[src/hw/cpuControlPkg.sv]
`default_nettype none

package cpuControlPkg;

	localparam int instrWidth = 16;
	localparam int groupWidth = 2;
	localparam int opcodeWidth = 4;
	localparam int argAWidth = 2;
	localparam int argBWidth = 4;
	localparam int conditionWidth = 4;
	localparam int flagsWidth = 3; // Negative, carry, zero.

	// Field positions in the instruction word.
	localparam int groupLsb = 14;
	localparam int opcodeLsb = 10;
	localparam int argALsb = 8;
	localparam int argBLsb = 4;
	localparam int conditionLsb = 0;

	localparam logic [groupWidth-1:0] groupSystem = 2'd0;
	localparam logic [groupWidth-1:0] groupLoadStore = 2'd1;
	localparam logic [groupWidth-1:0] groupJump = 2'd2;
	localparam logic [groupWidth-1:0] groupArithmeticLogic = 2'd3;

	localparam logic [3:0] aluOpMov = 4'd0;
	localparam logic [3:0] aluOpAdd = 4'd1;
	localparam logic [3:0] aluOpSub = 4'd2;
	localparam logic [3:0] aluOpAnd = 4'd3;
	localparam logic [3:0] aluOpOr = 4'd4;
	localparam logic [3:0] aluOpXor = 4'd5;
	localparam logic [3:0] aluOpShl = 4'd6;
	localparam logic [3:0] aluOpShr = 4'd7;

	localparam logic [2:0] aluASrcRegA = 3'd0;
	localparam logic [2:0] aluASrcPc = 3'd1;
	localparam logic [2:0] aluASrcZero = 3'd2;

	localparam logic [2:0] aluBSrcRegB = 3'd0;
	localparam logic [2:0] aluBSrcImm = 3'd1;
	localparam logic [2:0] aluBSrcTwo = 3'd2;

	localparam logic [2:0] addrBusPcA = 3'd0;
	localparam logic [2:0] addrBusAluR = 3'd1;
	localparam logic [2:0] addrBusRegB = 3'd2;
	localparam logic [2:0] addrBusDebug = 3'd3;

	localparam logic [1:0] busSeqNone = 2'd0;
	localparam logic [1:0] busSeqRead = 2'd1;
	localparam logic [1:0] busSeqWrite = 2'd2;

	localparam logic byteWord = 1'b0;
	localparam logic byteByte = 1'b1;

	localparam logic [1:0] ccRegKeep = 2'd0;
	localparam logic [1:0] ccRegSave = 2'd1;
	localparam logic [1:0] ccRegRestore = 2'd2;

	localparam logic [1:0] dataBusRegADout = 2'd0;
	localparam logic [1:0] dataBusAluR = 2'd1;

	localparam logic [1:0] pcBasePcA = 2'd0;
	localparam logic [1:0] pcBaseRegB = 2'd1;

	localparam logic [2:0] pcNextSeq = 3'd0;
	localparam logic [2:0] pcNextVector = 3'd1;
	localparam logic [2:0] pcNextBranch = 3'd2;
	localparam logic [2:0] pcNextHold = 3'd3;

	localparam logic [1:0] pcOffset2 = 2'd0;
	localparam logic [1:0] pcOffset4 = 2'd1;
	localparam logic [1:0] pcOffsetImm = 2'd2;

	localparam logic [3:0] regSeqNone = 4'd0;
	localparam logic [3:0] regSeqWriteA = 4'd1;
	localparam logic [3:0] regSeqReadAB = 4'd2;
	localparam logic [3:0] regSeqDebugWrite = 4'd3;

	localparam logic [1:0] regAAddrArgA = 2'd0;
	localparam logic [1:0] regAAddrLink = 2'd1;

	localparam logic [1:0] regADinDin = 2'd0;
	localparam logic [1:0] regADinAluR = 2'd1;
	localparam logic [1:0] regADinPc = 2'd2;

	localparam logic [2:0] regBAddrArgB = 3'd0;
	localparam logic [2:0] regBAddrSp = 3'd1;

endpackage

`default_nettype wire

[src/hw/instructionLatch.sv]
`timescale 1ns/10ps
`default_nettype none

module instructionLatch (
	input  logic                                     CLK,
	input  logic                                     reset,
	input  logic                                     instrLoad,
	input  logic [cpuControlPkg::instrWidth-1:0]     instrWord,
	output logic [cpuControlPkg::groupWidth-1:0]     group,
	output logic [cpuControlPkg::opcodeWidth-1:0]    opcode,
	output logic [cpuControlPkg::argAWidth-1:0]      argA,
	output logic [cpuControlPkg::argBWidth-1:0]      argB,
	output logic [cpuControlPkg::conditionWidth-1:0] condition
);

	logic [cpuControlPkg::instrWidth-1:0] instrReg;

	// Zero decodes as a system no-op.
	always_ff @(posedge CLK) begin
		if (reset)
			instrReg <= '0;
		else if (instrLoad)
			instrReg <= instrWord;
	end

	assign group = instrReg[cpuControlPkg::groupLsb +: cpuControlPkg::groupWidth];
	assign opcode = instrReg[cpuControlPkg::opcodeLsb +: cpuControlPkg::opcodeWidth];
	assign argA = instrReg[cpuControlPkg::argALsb +: cpuControlPkg::argAWidth];
	assign argB = instrReg[cpuControlPkg::argBLsb +: cpuControlPkg::argBWidth];
	assign condition = instrReg[cpuControlPkg::conditionLsb +: cpuControlPkg::conditionWidth];

endmodule

`default_nettype wire

[src/hw/aluGroupDecoder.sv]
`timescale 1ns/10ps
`default_nettype none

module aluGroupDecoder (
	input  logic [cpuControlPkg::opcodeWidth-1:0] opcode,
	output logic [3:0]                            aluOp,
	output logic [2:0]                            aluASrc,
	output logic [2:0]                            aluBSrc,
	output logic                                  cclLoad,
	output logic [1:0]                            regAAddr,
	output logic [2:0]                            regBAddr,
	output logic [3:0]                            regSeq
);

	logic isCompare;

	// Upper half repeats the lower ops with an immediate; 14 and 15 are compares.
	always_comb begin
		case (opcode)
			4'd0, 4'd8:         aluOp = cpuControlPkg::aluOpMov;
			4'd1, 4'd9:         aluOp = cpuControlPkg::aluOpAdd;
			4'd2, 4'd10, 4'd14: aluOp = cpuControlPkg::aluOpSub; // Cmpi subtracts.
			4'd3, 4'd11, 4'd15: aluOp = cpuControlPkg::aluOpAnd; // Tsti masks.
			4'd4, 4'd12:        aluOp = cpuControlPkg::aluOpOr;
			4'd5, 4'd13:        aluOp = cpuControlPkg::aluOpXor;
			4'd6:               aluOp = cpuControlPkg::aluOpShl;
			default:            aluOp = cpuControlPkg::aluOpShr;
		endcase
	end

	assign isCompare = (opcode == 4'd14) || (opcode == 4'd15);

	assign aluASrc = cpuControlPkg::aluASrcRegA;
	assign aluBSrc = opcode[3] ? cpuControlPkg::aluBSrcImm : cpuControlPkg::aluBSrcRegB;
	assign cclLoad = (opcode[2:0] != 3'd0); // Moves leave the flags alone.
	assign regAAddr = cpuControlPkg::regAAddrArgA;
	assign regBAddr = cpuControlPkg::regBAddrArgB;

	// Compares read both operands but write nothing back.
	assign regSeq = isCompare ? cpuControlPkg::regSeqReadAB : cpuControlPkg::regSeqWriteA;

endmodule

`default_nettype wire

[src/hw/loadStoreGroupDecoder.sv]
`timescale 1ns/10ps
`default_nettype none

module loadStoreGroupDecoder (
	input  logic [cpuControlPkg::opcodeWidth-1:0] opcode,
	output logic [2:0]                            addrBus,
	output logic [3:0]                            aluOp,
	output logic [2:0]                            aluASrc,
	output logic [2:0]                            aluBSrc,
	output logic [1:0]                            busSeq,
	output logic                                  byteSel,
	output logic [1:0]                            dataBus,
	output logic [1:0]                            pcOffset,
	output logic [3:0]                            regSeq,
	output logic [1:0]                            regAAddr,
	output logic [1:0]                            regADin,
	output logic [2:0]                            regBAddr
);

	logic isStore;
	logic baseImm;

	assign isStore = opcode[0];
	assign baseImm = opcode[2]; // Base plus immediate, else register indirect.

	assign byteSel = opcode[1] ? cpuControlPkg::byteByte : cpuControlPkg::byteWord;

	// Base plus immediate forms PC plus the trailing immediate word in the ALU.
	assign addrBus = baseImm ? cpuControlPkg::addrBusAluR : cpuControlPkg::addrBusRegB;
	assign aluOp = baseImm ? cpuControlPkg::aluOpAdd : cpuControlPkg::aluOpMov;
	assign aluASrc = baseImm ? cpuControlPkg::aluASrcPc : cpuControlPkg::aluASrcZero;
	assign aluBSrc = baseImm ? cpuControlPkg::aluBSrcImm : cpuControlPkg::aluBSrcRegB;
	assign pcOffset = baseImm ? cpuControlPkg::pcOffset4 : cpuControlPkg::pcOffset2;

	assign busSeq = isStore ? cpuControlPkg::busSeqWrite : cpuControlPkg::busSeqRead;
	assign dataBus = cpuControlPkg::dataBusRegADout; // Store data from register A.
	assign regSeq = isStore ? cpuControlPkg::regSeqReadAB : cpuControlPkg::regSeqWriteA;
	assign regAAddr = cpuControlPkg::regAAddrArgA;
	assign regADin = cpuControlPkg::regADinDin; // Loads take bus data.
	assign regBAddr = cpuControlPkg::regBAddrArgB;

endmodule

`default_nettype wire

[src/hw/jumpGroupDecoder.sv]
`timescale 1ns/10ps
`default_nettype none

module jumpGroupDecoder (
	input  logic [cpuControlPkg::opcodeWidth-1:0]    opcode,
	input  logic [cpuControlPkg::conditionWidth-1:0] condition,
	input  logic [cpuControlPkg::flagsWidth-1:0]     flags,
	output logic [2:0]                               addrBus,
	output logic [2:0]                               aluBSrc,
	output logic [1:0]                               busSeq,
	output logic [1:0]                               pcBase,
	output logic [1:0]                               pcOffset,
	output logic [3:0]                               regSeq,
	output logic [1:0]                               regADin,
	output logic [1:0]                               regAAddr,
	output logic [2:0]                               regBAddr
);

	logic taken;
	logic isCall;
	logic isReturn;

	// Condition is a mask over always, negative, carry and zero.
	assign taken = |(condition & {1'b1, flags});
	assign isCall = (opcode[1:0] == 2'd1);
	assign isReturn = (opcode[1:0] == 2'd2);

	// Return pops the target through the stack pointer.
	assign addrBus = isReturn ? cpuControlPkg::addrBusRegB : cpuControlPkg::addrBusPcA;
	assign busSeq = isReturn ? cpuControlPkg::busSeqRead : cpuControlPkg::busSeqNone;
	assign pcBase = isReturn ? cpuControlPkg::pcBaseRegB : cpuControlPkg::pcBasePcA;
	assign regBAddr = isReturn ? cpuControlPkg::regBAddrSp : cpuControlPkg::regBAddrArgB;
	assign aluBSrc = isReturn ? cpuControlPkg::aluBSrcTwo : cpuControlPkg::aluBSrcImm;

	assign pcOffset = (taken && !isReturn) ? cpuControlPkg::pcOffsetImm : cpuControlPkg::pcOffset2;

	// A taken call saves the return address in the link register.
	assign regAAddr = isCall ? cpuControlPkg::regAAddrLink : cpuControlPkg::regAAddrArgA;
	assign regADin = cpuControlPkg::regADinPc;
	assign regSeq = isReturn ? cpuControlPkg::regSeqReadAB :
		(isCall && taken) ? cpuControlPkg::regSeqWriteA : cpuControlPkg::regSeqNone;

endmodule

`default_nettype wire

[src/hw/interruptControl.sv]
`timescale 1ns/10ps
`default_nettype none

module interruptControl (
	input  logic       CLK,
	input  logic       reset,
	input  logic       instrLoad,
	input  logic       irq,
	input  logic       intEnable,
	output logic [1:0] ccRegSel,
	output logic [2:0] pcNextSel
);

	logic pending;

	// Sampled at the instruction boundary, so it belongs to the new word.
	always_ff @(posedge CLK) begin
		if (reset)
			pending <= 1'b0;
		else if (instrLoad)
			pending <= irq & intEnable;
	end

	assign pcNextSel = pending ? cpuControlPkg::pcNextVector : cpuControlPkg::pcNextSeq;
	assign ccRegSel = pending ? cpuControlPkg::ccRegSave : cpuControlPkg::ccRegKeep;

endmodule

`default_nettype wire

[src/hw/debugStepper.sv]
`timescale 1ns/10ps
`default_nettype none

module debugStepper (
	input  logic                                CLK,
	input  logic                                reset,
	input  logic                                instrLoad,
	input  logic                                debugMode,
	input  logic                                debugStep,
	output logic                                stepActive,
	input  logic [cpuControlPkg::argBWidth-1:0] debugArgB,
	output logic [1:0]                          debugBusSeq,
	output logic [1:0]                          debugCcReg,
	output logic [2:0]                          debugPcNext,
	output logic [3:0]                          debugRegSeq
);

	logic [1:0] stepSync;
	logic       stepRequest;
	logic       stepArmed;
	logic       memAccess;

	assign stepRequest = stepSync[1] & debugMode;

	always_ff @(posedge CLK) begin
		if (reset) begin
			stepSync <= 2'b00;
			stepArmed <= 1'b0;
			stepActive <= 1'b0;
		end else begin
			stepSync <= {stepSync[0], debugStep}; // Two-flop synchronizer.
			if (instrLoad) begin
				// One instruction interval per armed request.
				stepActive <= stepArmed;
				stepArmed <= stepRequest;
			end else if (stepRequest) begin
				stepArmed <= 1'b1;
			end
		end
	end

	// Top argB bit points the debugger at memory instead of the register file.
	assign memAccess = debugArgB[cpuControlPkg::argBWidth-1];

	// While armed, commit the debugger's register, flag and PC edits before the step.
	assign debugBusSeq = (memAccess && !stepArmed) ? cpuControlPkg::busSeqRead :
		cpuControlPkg::busSeqNone;
	assign debugCcReg = stepArmed ? cpuControlPkg::ccRegRestore : cpuControlPkg::ccRegKeep;
	assign debugPcNext = stepArmed ? cpuControlPkg::pcNextBranch : cpuControlPkg::pcNextHold;
	assign debugRegSeq = stepArmed ? cpuControlPkg::regSeqDebugWrite :
		memAccess ? cpuControlPkg::regSeqNone : cpuControlPkg::regSeqReadAB;

endmodule

`default_nettype wire

[src/hw/opxMultiplexer.sv]
`timescale 1ns/10ps
`default_nettype none

module opxMultiplexer (
	input  logic [cpuControlPkg::groupWidth-1:0] group,
	input  logic [cpuControlPkg::argBWidth-1:0]  instrArgB,
	input  logic                                 debugMode,
	input  logic                                 stepActive,

	// Arithmetic-logic set.
	input  logic [3:0] aluAluOp, aluRegSeq,
	input  logic [2:0] aluAluASrc, aluAluBSrc, aluRegBAddr,
	input  logic [1:0] aluRegAAddr,
	input  logic       aluCclLoad,

	// Load-store set.
	input  logic [3:0] lsAluOp, lsRegSeq,
	input  logic [2:0] lsAddrBus, lsAluASrc, lsAluBSrc, lsRegBAddr,
	input  logic [1:0] lsBusSeq, lsDataBus, lsPcOffset, lsRegAAddr, lsRegADin,
	input  logic       lsByteSel,

	// Jump set.
	input  logic [3:0] jmpRegSeq,
	input  logic [2:0] jmpAddrBus, jmpAluBSrc, jmpRegBAddr,
	input  logic [1:0] jmpBusSeq, jmpPcBase, jmpPcOffset, jmpRegADin, jmpRegAAddr,

	input  logic [1:0] intCcReg,
	input  logic [2:0] intPcNext,

	input  logic [cpuControlPkg::argBWidth-1:0] debugArgB,
	input  logic [1:0] debugBusSeq, debugCcReg,
	input  logic [2:0] debugPcNext,
	input  logic [3:0] debugRegSeq,

	output logic [2:0] addrBus,
	output logic [3:0] aluOp,
	output logic [2:0] aluASrc,
	output logic [2:0] aluBSrc,
	output logic [cpuControlPkg::argBWidth-1:0] argB,
	output logic [1:0] busSeq,
	output logic       byteSel,
	output logic       cclLoad,
	output logic [1:0] ccReg,
	output logic [1:0] dataBus,
	output logic [1:0] pcBase,
	output logic [2:0] pcNext,
	output logic [1:0] pcOffset,
	output logic [3:0] regSeq,
	output logic [1:0] regAAddr,
	output logic [1:0] regADin,
	output logic [2:0] regBAddr
);

	always_comb begin
		// No-op set, overridden below.
		addrBus = cpuControlPkg::addrBusPcA;
		aluOp = cpuControlPkg::aluOpMov;
		aluASrc = cpuControlPkg::aluASrcRegA;
		aluBSrc = cpuControlPkg::aluBSrcRegB;
		busSeq = cpuControlPkg::busSeqNone;
		byteSel = cpuControlPkg::byteWord;
		cclLoad = 1'b0;
		dataBus = cpuControlPkg::dataBusRegADout;
		pcBase = cpuControlPkg::pcBasePcA;
		pcOffset = cpuControlPkg::pcOffset2;
		regSeq = cpuControlPkg::regSeqNone;
		regAAddr = cpuControlPkg::regAAddrArgA;
		regADin = cpuControlPkg::regADinDin;
		regBAddr = cpuControlPkg::regBAddrArgB;
		argB = instrArgB;
		ccReg = intCcReg;
		pcNext = intPcNext;

		if (debugMode && !stepActive) begin
			// Halted.
			addrBus = cpuControlPkg::addrBusDebug;
			argB = debugArgB;
			busSeq = debugBusSeq;
			ccReg = debugCcReg;
			pcNext = debugPcNext;
			regSeq = debugRegSeq;
		end else begin
			case (group)
				cpuControlPkg::groupSystem: ; // Keeps the no-op set.
				cpuControlPkg::groupLoadStore: begin
					addrBus = lsAddrBus;
					aluOp = lsAluOp;
					aluASrc = lsAluASrc;
					aluBSrc = lsAluBSrc;
					busSeq = lsBusSeq;
					byteSel = lsByteSel;
					dataBus = lsDataBus;
					pcOffset = lsPcOffset;
					regSeq = lsRegSeq;
					regAAddr = lsRegAAddr;
					regADin = lsRegADin;
					regBAddr = lsRegBAddr;
				end
				cpuControlPkg::groupJump: begin
					addrBus = jmpAddrBus;
					aluBSrc = jmpAluBSrc;
					busSeq = jmpBusSeq;
					pcBase = jmpPcBase;
					pcOffset = jmpPcOffset;
					regSeq = jmpRegSeq;
					regAAddr = jmpRegAAddr;
					regADin = jmpRegADin;
					regBAddr = jmpRegBAddr;
				end
				default: begin
					aluOp = aluAluOp; // Arithmetic-logic.
					aluASrc = aluAluASrc;
					aluBSrc = aluAluBSrc;
					cclLoad = aluCclLoad;
					dataBus = cpuControlPkg::dataBusAluR;
					regSeq = aluRegSeq;
					regAAddr = aluRegAAddr;
					regADin = cpuControlPkg::regADinAluR;
					regBAddr = aluRegBAddr;
				end
			endcase
		end
	end

endmodule

`default_nettype wire

[src/hw/controlUnit.sv]
`timescale 1ns/10ps
`default_nettype none

module controlUnit (
	input  logic                                 CLK,
	input  logic                                 reset,
	input  logic                                 instrLoad,
	input  logic [cpuControlPkg::instrWidth-1:0] instrWord,
	input  logic [cpuControlPkg::flagsWidth-1:0] flags,
	input  logic                                 irq,
	input  logic                                 intEnable,
	input  logic                                 debugMode,
	input  logic                                 debugStep,
	input  logic [cpuControlPkg::argBWidth-1:0]  debugArgB,
	output logic [2:0]                           addrBus,
	output logic [3:0]                           aluOp,
	output logic [2:0]                           aluASrc,
	output logic [2:0]                           aluBSrc,
	output logic [cpuControlPkg::argBWidth-1:0]  argB,
	output logic [1:0]                           busSeq,
	output logic                                 byteSel,
	output logic                                 cclLoad,
	output logic [1:0]                           ccReg,
	output logic [1:0]                           dataBus,
	output logic [1:0]                           pcBase,
	output logic [2:0]                           pcNext,
	output logic [1:0]                           pcOffset,
	output logic [3:0]                           regSeq,
	output logic [1:0]                           regAAddr,
	output logic [1:0]                           regADin,
	output logic [2:0]                           regBAddr
);

	logic [cpuControlPkg::groupWidth-1:0]     group;
	logic [cpuControlPkg::opcodeWidth-1:0]    opcode;
	logic [cpuControlPkg::argBWidth-1:0]      instrArgB;
	logic [cpuControlPkg::conditionWidth-1:0] condition;

	logic [3:0] aluAluOp, aluRegSeq, lsAluOp, lsRegSeq, jmpRegSeq, debugRegSeq;
	logic [2:0] aluAluASrc, aluAluBSrc, aluRegBAddr, lsAddrBus, lsAluASrc, lsAluBSrc;
	logic [2:0] lsRegBAddr, jmpAddrBus, jmpAluBSrc, jmpRegBAddr, intPcNext, debugPcNext;
	logic [1:0] aluRegAAddr, lsBusSeq, lsDataBus, lsPcOffset, lsRegAAddr, lsRegADin;
	logic [1:0] jmpBusSeq, jmpPcBase, jmpPcOffset, jmpRegADin, jmpRegAAddr;
	logic [1:0] intCcReg, debugBusSeq, debugCcReg;
	logic       aluCclLoad, lsByteSel, stepActive;

	// ArgA is the register file's own index and leaves no mark on the controls.
	instructionLatch instructionLatch_inst (
		.CLK, .reset, .instrLoad, .instrWord,
		.group, .opcode, .argA(), .argB(instrArgB), .condition
	);

	aluGroupDecoder aluGroupDecoder_inst (
		.opcode, .aluOp(aluAluOp), .aluASrc(aluAluASrc), .aluBSrc(aluAluBSrc),
		.cclLoad(aluCclLoad), .regAAddr(aluRegAAddr), .regBAddr(aluRegBAddr),
		.regSeq(aluRegSeq)
	);

	loadStoreGroupDecoder loadStoreGroupDecoder_inst (
		.opcode, .addrBus(lsAddrBus), .aluOp(lsAluOp), .aluASrc(lsAluASrc),
		.aluBSrc(lsAluBSrc), .busSeq(lsBusSeq), .byteSel(lsByteSel), .dataBus(lsDataBus),
		.pcOffset(lsPcOffset), .regSeq(lsRegSeq), .regAAddr(lsRegAAddr),
		.regADin(lsRegADin), .regBAddr(lsRegBAddr)
	);

	jumpGroupDecoder jumpGroupDecoder_inst (
		.opcode, .condition, .flags, .addrBus(jmpAddrBus), .aluBSrc(jmpAluBSrc),
		.busSeq(jmpBusSeq), .pcBase(jmpPcBase), .pcOffset(jmpPcOffset),
		.regSeq(jmpRegSeq), .regADin(jmpRegADin), .regAAddr(jmpRegAAddr),
		.regBAddr(jmpRegBAddr)
	);

	interruptControl interruptControl_inst (
		.CLK, .reset, .instrLoad, .irq, .intEnable,
		.ccRegSel(intCcReg), .pcNextSel(intPcNext)
	);

	debugStepper debugStepper_inst (
		.CLK, .reset, .instrLoad, .debugMode, .debugStep, .stepActive, .debugArgB,
		.debugBusSeq, .debugCcReg, .debugPcNext, .debugRegSeq
	);

	// Every port name matches a local wire or a top-level port.
	opxMultiplexer opxMultiplexer_inst (.*);

endmodule

`default_nettype wire

[config.mk]
export PLATFORM = sky130hd
export DESIGN_NAME = controlUnit
export DESIGN_NICKNAME = d
export VERILOG_FILES = /design/src/hw/cpuControlPkg.sv /design/src/hw/instructionLatch.sv /design/src/hw/aluGroupDecoder.sv /design/src/hw/loadStoreGroupDecoder.sv /design/src/hw/jumpGroupDecoder.sv /design/src/hw/interruptControl.sv /design/src/hw/debugStepper.sv /design/src/hw/opxMultiplexer.sv /design/src/hw/controlUnit.sv
export SDC_FILE = /design/constraint.sdc
export NUM_CORES = 1
export LEC_CHECK = 0
export BUFFER_PORTS_ARGS = -buffer_cell sky130_fd_sc_hd__buf_2
export CAP_MARGIN = 20
export CORE_ASPECT_RATIO = 0.5
export CORE_MARGIN = 5
export CORE_UTILIZATION = 44
export CTS_BUF_LIST = sky130_fd_sc_hd__clkbuf_4 sky130_fd_sc_hd__clkbuf_8 sky130_fd_sc_hd__clkbuf_16
export DETAILED_ROUTE_END_ITERATION = 10
export HOLD_SLACK_MARGIN = 0.05
export PLACE_DENSITY = 0.86
export SYNTH_ARGS = -nofsm -noshare
export SYNTH_HDL_FRONTEND = slang
export SYNTH_SLANG_ARGS = --single-unit
[constraint.sdc]
create_clock -name CLK -period 1.93 [get_ports CLK]
set_clock_uncertainty 0.1 [all_clocks]
set_input_delay 0.386 -clock CLK [delete_from_list [all_inputs] [get_ports CLK]]
set_output_delay 0.386 -clock CLK [all_outputs]
set_load 0.03 [all_outputs]
==> results.json <==
{
  "final_common_cell": "buf_2",
  "numCtsBuffers": 3,
  "area_delta_synth_final_pct": 40.56,
  "die_area_sq_um": 4187,
  "period_share_pct": 105.0,
  "fp.dieH_microns": 48.33,
  "finalInstanceArea_sq_um": 1817,
  "cts-root-buf": "clkbuf_8",
  "ys_warn_count": 0,
  "min_period_ps": 2027,
  "layout_common_cells": "buf_2, nor2_1, nand2_1",
  "arrival_ps": 1540,
  "path_common_cell": "buf_4",
  "hpwl_microns": 2542,
  "maxCapViolCount": 0,
  "dp.cells": 247,
  "synth-main-ff-cell": "dfxtp_1",
  "critical_path_buf_inv_count": 3,
  "violations": "negative setup slack",
  "clkTransAtPathRegs_ps": 80,
  "diodes": 0,
  "grt_use_total_pct": 15.40,
  "pre_cts_ws_ps": 42.82,
  "fin_nets": 257,
  "reg2reg_from": "instructionLatch_inst.instrReg[11]$_SDFFE_PP0P_",
  "gr-total-overflow": 0,
  "crit_chain": "inv_2 -> ha_4 -> buf_4 -> a21oi_1 -> o41ai_4 -> buf_4",
  "post_dp_cell_area_sq_um": 1558,
  "critPathRequiredTime_ps": 1440,
  "h-tree-depth": 1,
  "slowest_stage": "dfxtp_4",
  "drc": 0,
  "drv_slew": 0,
  "grt_pass1_vias": 1148,
  "setup_violations": 5,
  "peakVddDrop_v": 0.0003910,
  "hp-start": "debugStep",
  "cts.path.max_buffers": 2,
  "firstDrtPassIters": 5,
  "yosysSeqAreaShare_pct": 34.08,
  "ant_nets": 0,
  "grt_max_degree": 21,
  "start_util_pct": 47.87,
  "fillers": 186,
  "hold_viol_final": 0,
  "cts_sinks": 22,
  "p_per_area_nw_per_um2": 676.3,
  "stdcell_count": 259,
  "drive_gt1_share_pct": 43.69,
  "min_path_cells": 2,
  "syn_area_sq_um": 1292,
  "core_sq_um": 2700,
  "wl_per_cell_microns": 16.04,
  "reg2reg_slack_ps": 800,
  "hold_path_end": "debugStepper_inst.stepSync[0]$_SDFF_PP0_",
  "die_w_microns": 86.65,
  "crit_path_start_kind": "flop",
  "ios": 73,
  "antenna_found_initial": 0,
  "hp-class": "input pin to flop",
  "synth-seq-cells": 22,
  "slowest_delay_ps": 400,
  "p_total_mw": 1.229,
  "rr_worst_depth": 3,
  "yosysUniqueCellTypes": 31,
  "dr.first_iter.drc_count": 121,
  "synth_edf_count": 0,
  "place.gp.congestion": 0.8962,
  "final.setup.tns_ps": -334.0,
  "rr_endpoint": "aluGroupDecoder_inst.aluOp[2]$_DFF_P_",
  "via_count": 1337,
  "status": "finished, violations left",
  "path_max_fanout": 5,
  "async_flop_share_pct": 0,
  "grt_pass1_wl_microns": 5326,
  "path_class": "flop to output port",
  "critical-path-top-delay-family": "flip-flops",
  "timing.fmax_mhz": 493.3,
  "postCtsHoldBufs": 0,
  "rows": 13,
  "clkLatencyLatePin_ps": 260,
  "worst_setup_path_end_kind": "output port",
  "avgSynthCellArea_sq_um": 8.232,
  "tritoncts": "yes",
  "finalWirelength_microns": 4155,
  "setup_ws_ps": -97.30,
  "rsz0062_at_grt": "yes",
  "synth_cells": 157,
  "viasPerCell": 5.162,
  "leakagePower_nw": 0.9713,
  "io_buffers": 58
}
through the flow:
| step | util, % | hold slack [ps] |
|---|---|---|
| 2_1_floorplan | - | 313.8 |
| 3_3_place_gp | 57.69 | 315.4 |
| 3_5_place_dp | 57.69 | 355.4 |
| 4_1_cts | 63.11 | 224.0 |
| 5_1_grt | 67.28 | 236.4 |
| 6_report | 67.28 | 226.2 |
worst max-delay path by stage:
stage                                                     from     endpoint  slack (ps)  depth (start not counted)
2_1_floorplan  instructionLatch_inst.instrReg[15]$_SDFFE_PP0P_  regBAddr[0]          30                          4
3_3_place_gp   instructionLatch_inst.instrReg[14]$_SDFFE_PP0P_    busSeq[0]          60                          4
3_5_place_dp                                         debugMode  pcOffset[1]          40                          6
4_1_cts        instructionLatch_inst.instrReg[15]$_SDFFE_PP0P_    regSeq[0]         -20                          6
5_1_grt        instructionLatch_inst.instrReg[15]$_SDFFE_PP0P_    busSeq[0]        -160                          6
6_report       instructionLatch_inst.instrReg[15]$_SDFFE_PP0P_    busSeq[0]        -100                          6
synthesized netlist by cell type (3+ instances only):
cell	count	area share, %
ha_1	4	3.9
nand2_1	21	6.1
a21oi_1	3	1.2
nor2_1	25	7.3
and3_1	5	2.4
nand3b_1	3	1.7
nand2b_1	3	1.5
buf_4	14	8.1
buf_2	4	1.5
o211ai_1	3	1.7
buf_6	5	4.4
mux2i_1	15	12
nor2b_1	3	1.5
inv_1	7	2.0
dfxtp_1	22	34
state kept, by name (all words and copies together), names as in the netlist:
signal                          cells
debugStepper_inst.stepActive        1
interruptControl_inst.pending       1
debugStepper_inst.stepArmed         1
debugStepper_inst.stepSync          2
aluGroupDecoder_inst.aluOp          3
instructionLatch_inst.instrReg     14
power by group:
group          switching, mW  internal [mW]
clock network          0.151          0.277
registers             0.0256          0.478
logic                  0.183          0.114
total                  0.360          0.869
final cells by class:
type                            instances  area, sq um  area share, %
Tap cell                               37        46.29          2.548
Timing Repair Buffer                   73        446.7          24.59
Inverter                                8        35.03          1.928
Multi-Input combinational cell        115        768.2          42.29
Sequential cell                        22        449.2          24.72
Clock inverter                          1        30.03          1.653
Clock buffer                            3        41.29          2.273
cells by family (layout without fill, tap and decap cells):
| logic type | count (synthesis) | after routing | share of synthesized area (%) |
|---|---|---|---|
| compound gates | 18 | 18 | 10.55 |
| fa+ha+maj | 4 | 4 | 3.872 |
| buf+inv | 31 | 85 | 16.55 |
| flops | 22 | 22 | 34.08 |
| mux | 15 | 15 | 11.62 |
| other cells | 1 | 12 | 0.2901 |
| simple gates | 66 | 66 | 23.04 |
layer usage:
metal	routed length (microns)	vias up	global-route usage [%]	part of all wire, %
met5	0	-	0	0
met4	91	0	4.922	2.2
met3	342	8	3.541	8.2
met2	2074	79	28.05	50
met1	1647	632	17.72	40
li1	-	618	-	-
repair_timing:
action,4_1_cts,5_1_grt
setup buffers,2,6
gates resized for setup,20,21
setup endpoints to repair,17,16
pin swaps,5,6
(Power assumes the default switching activity.)
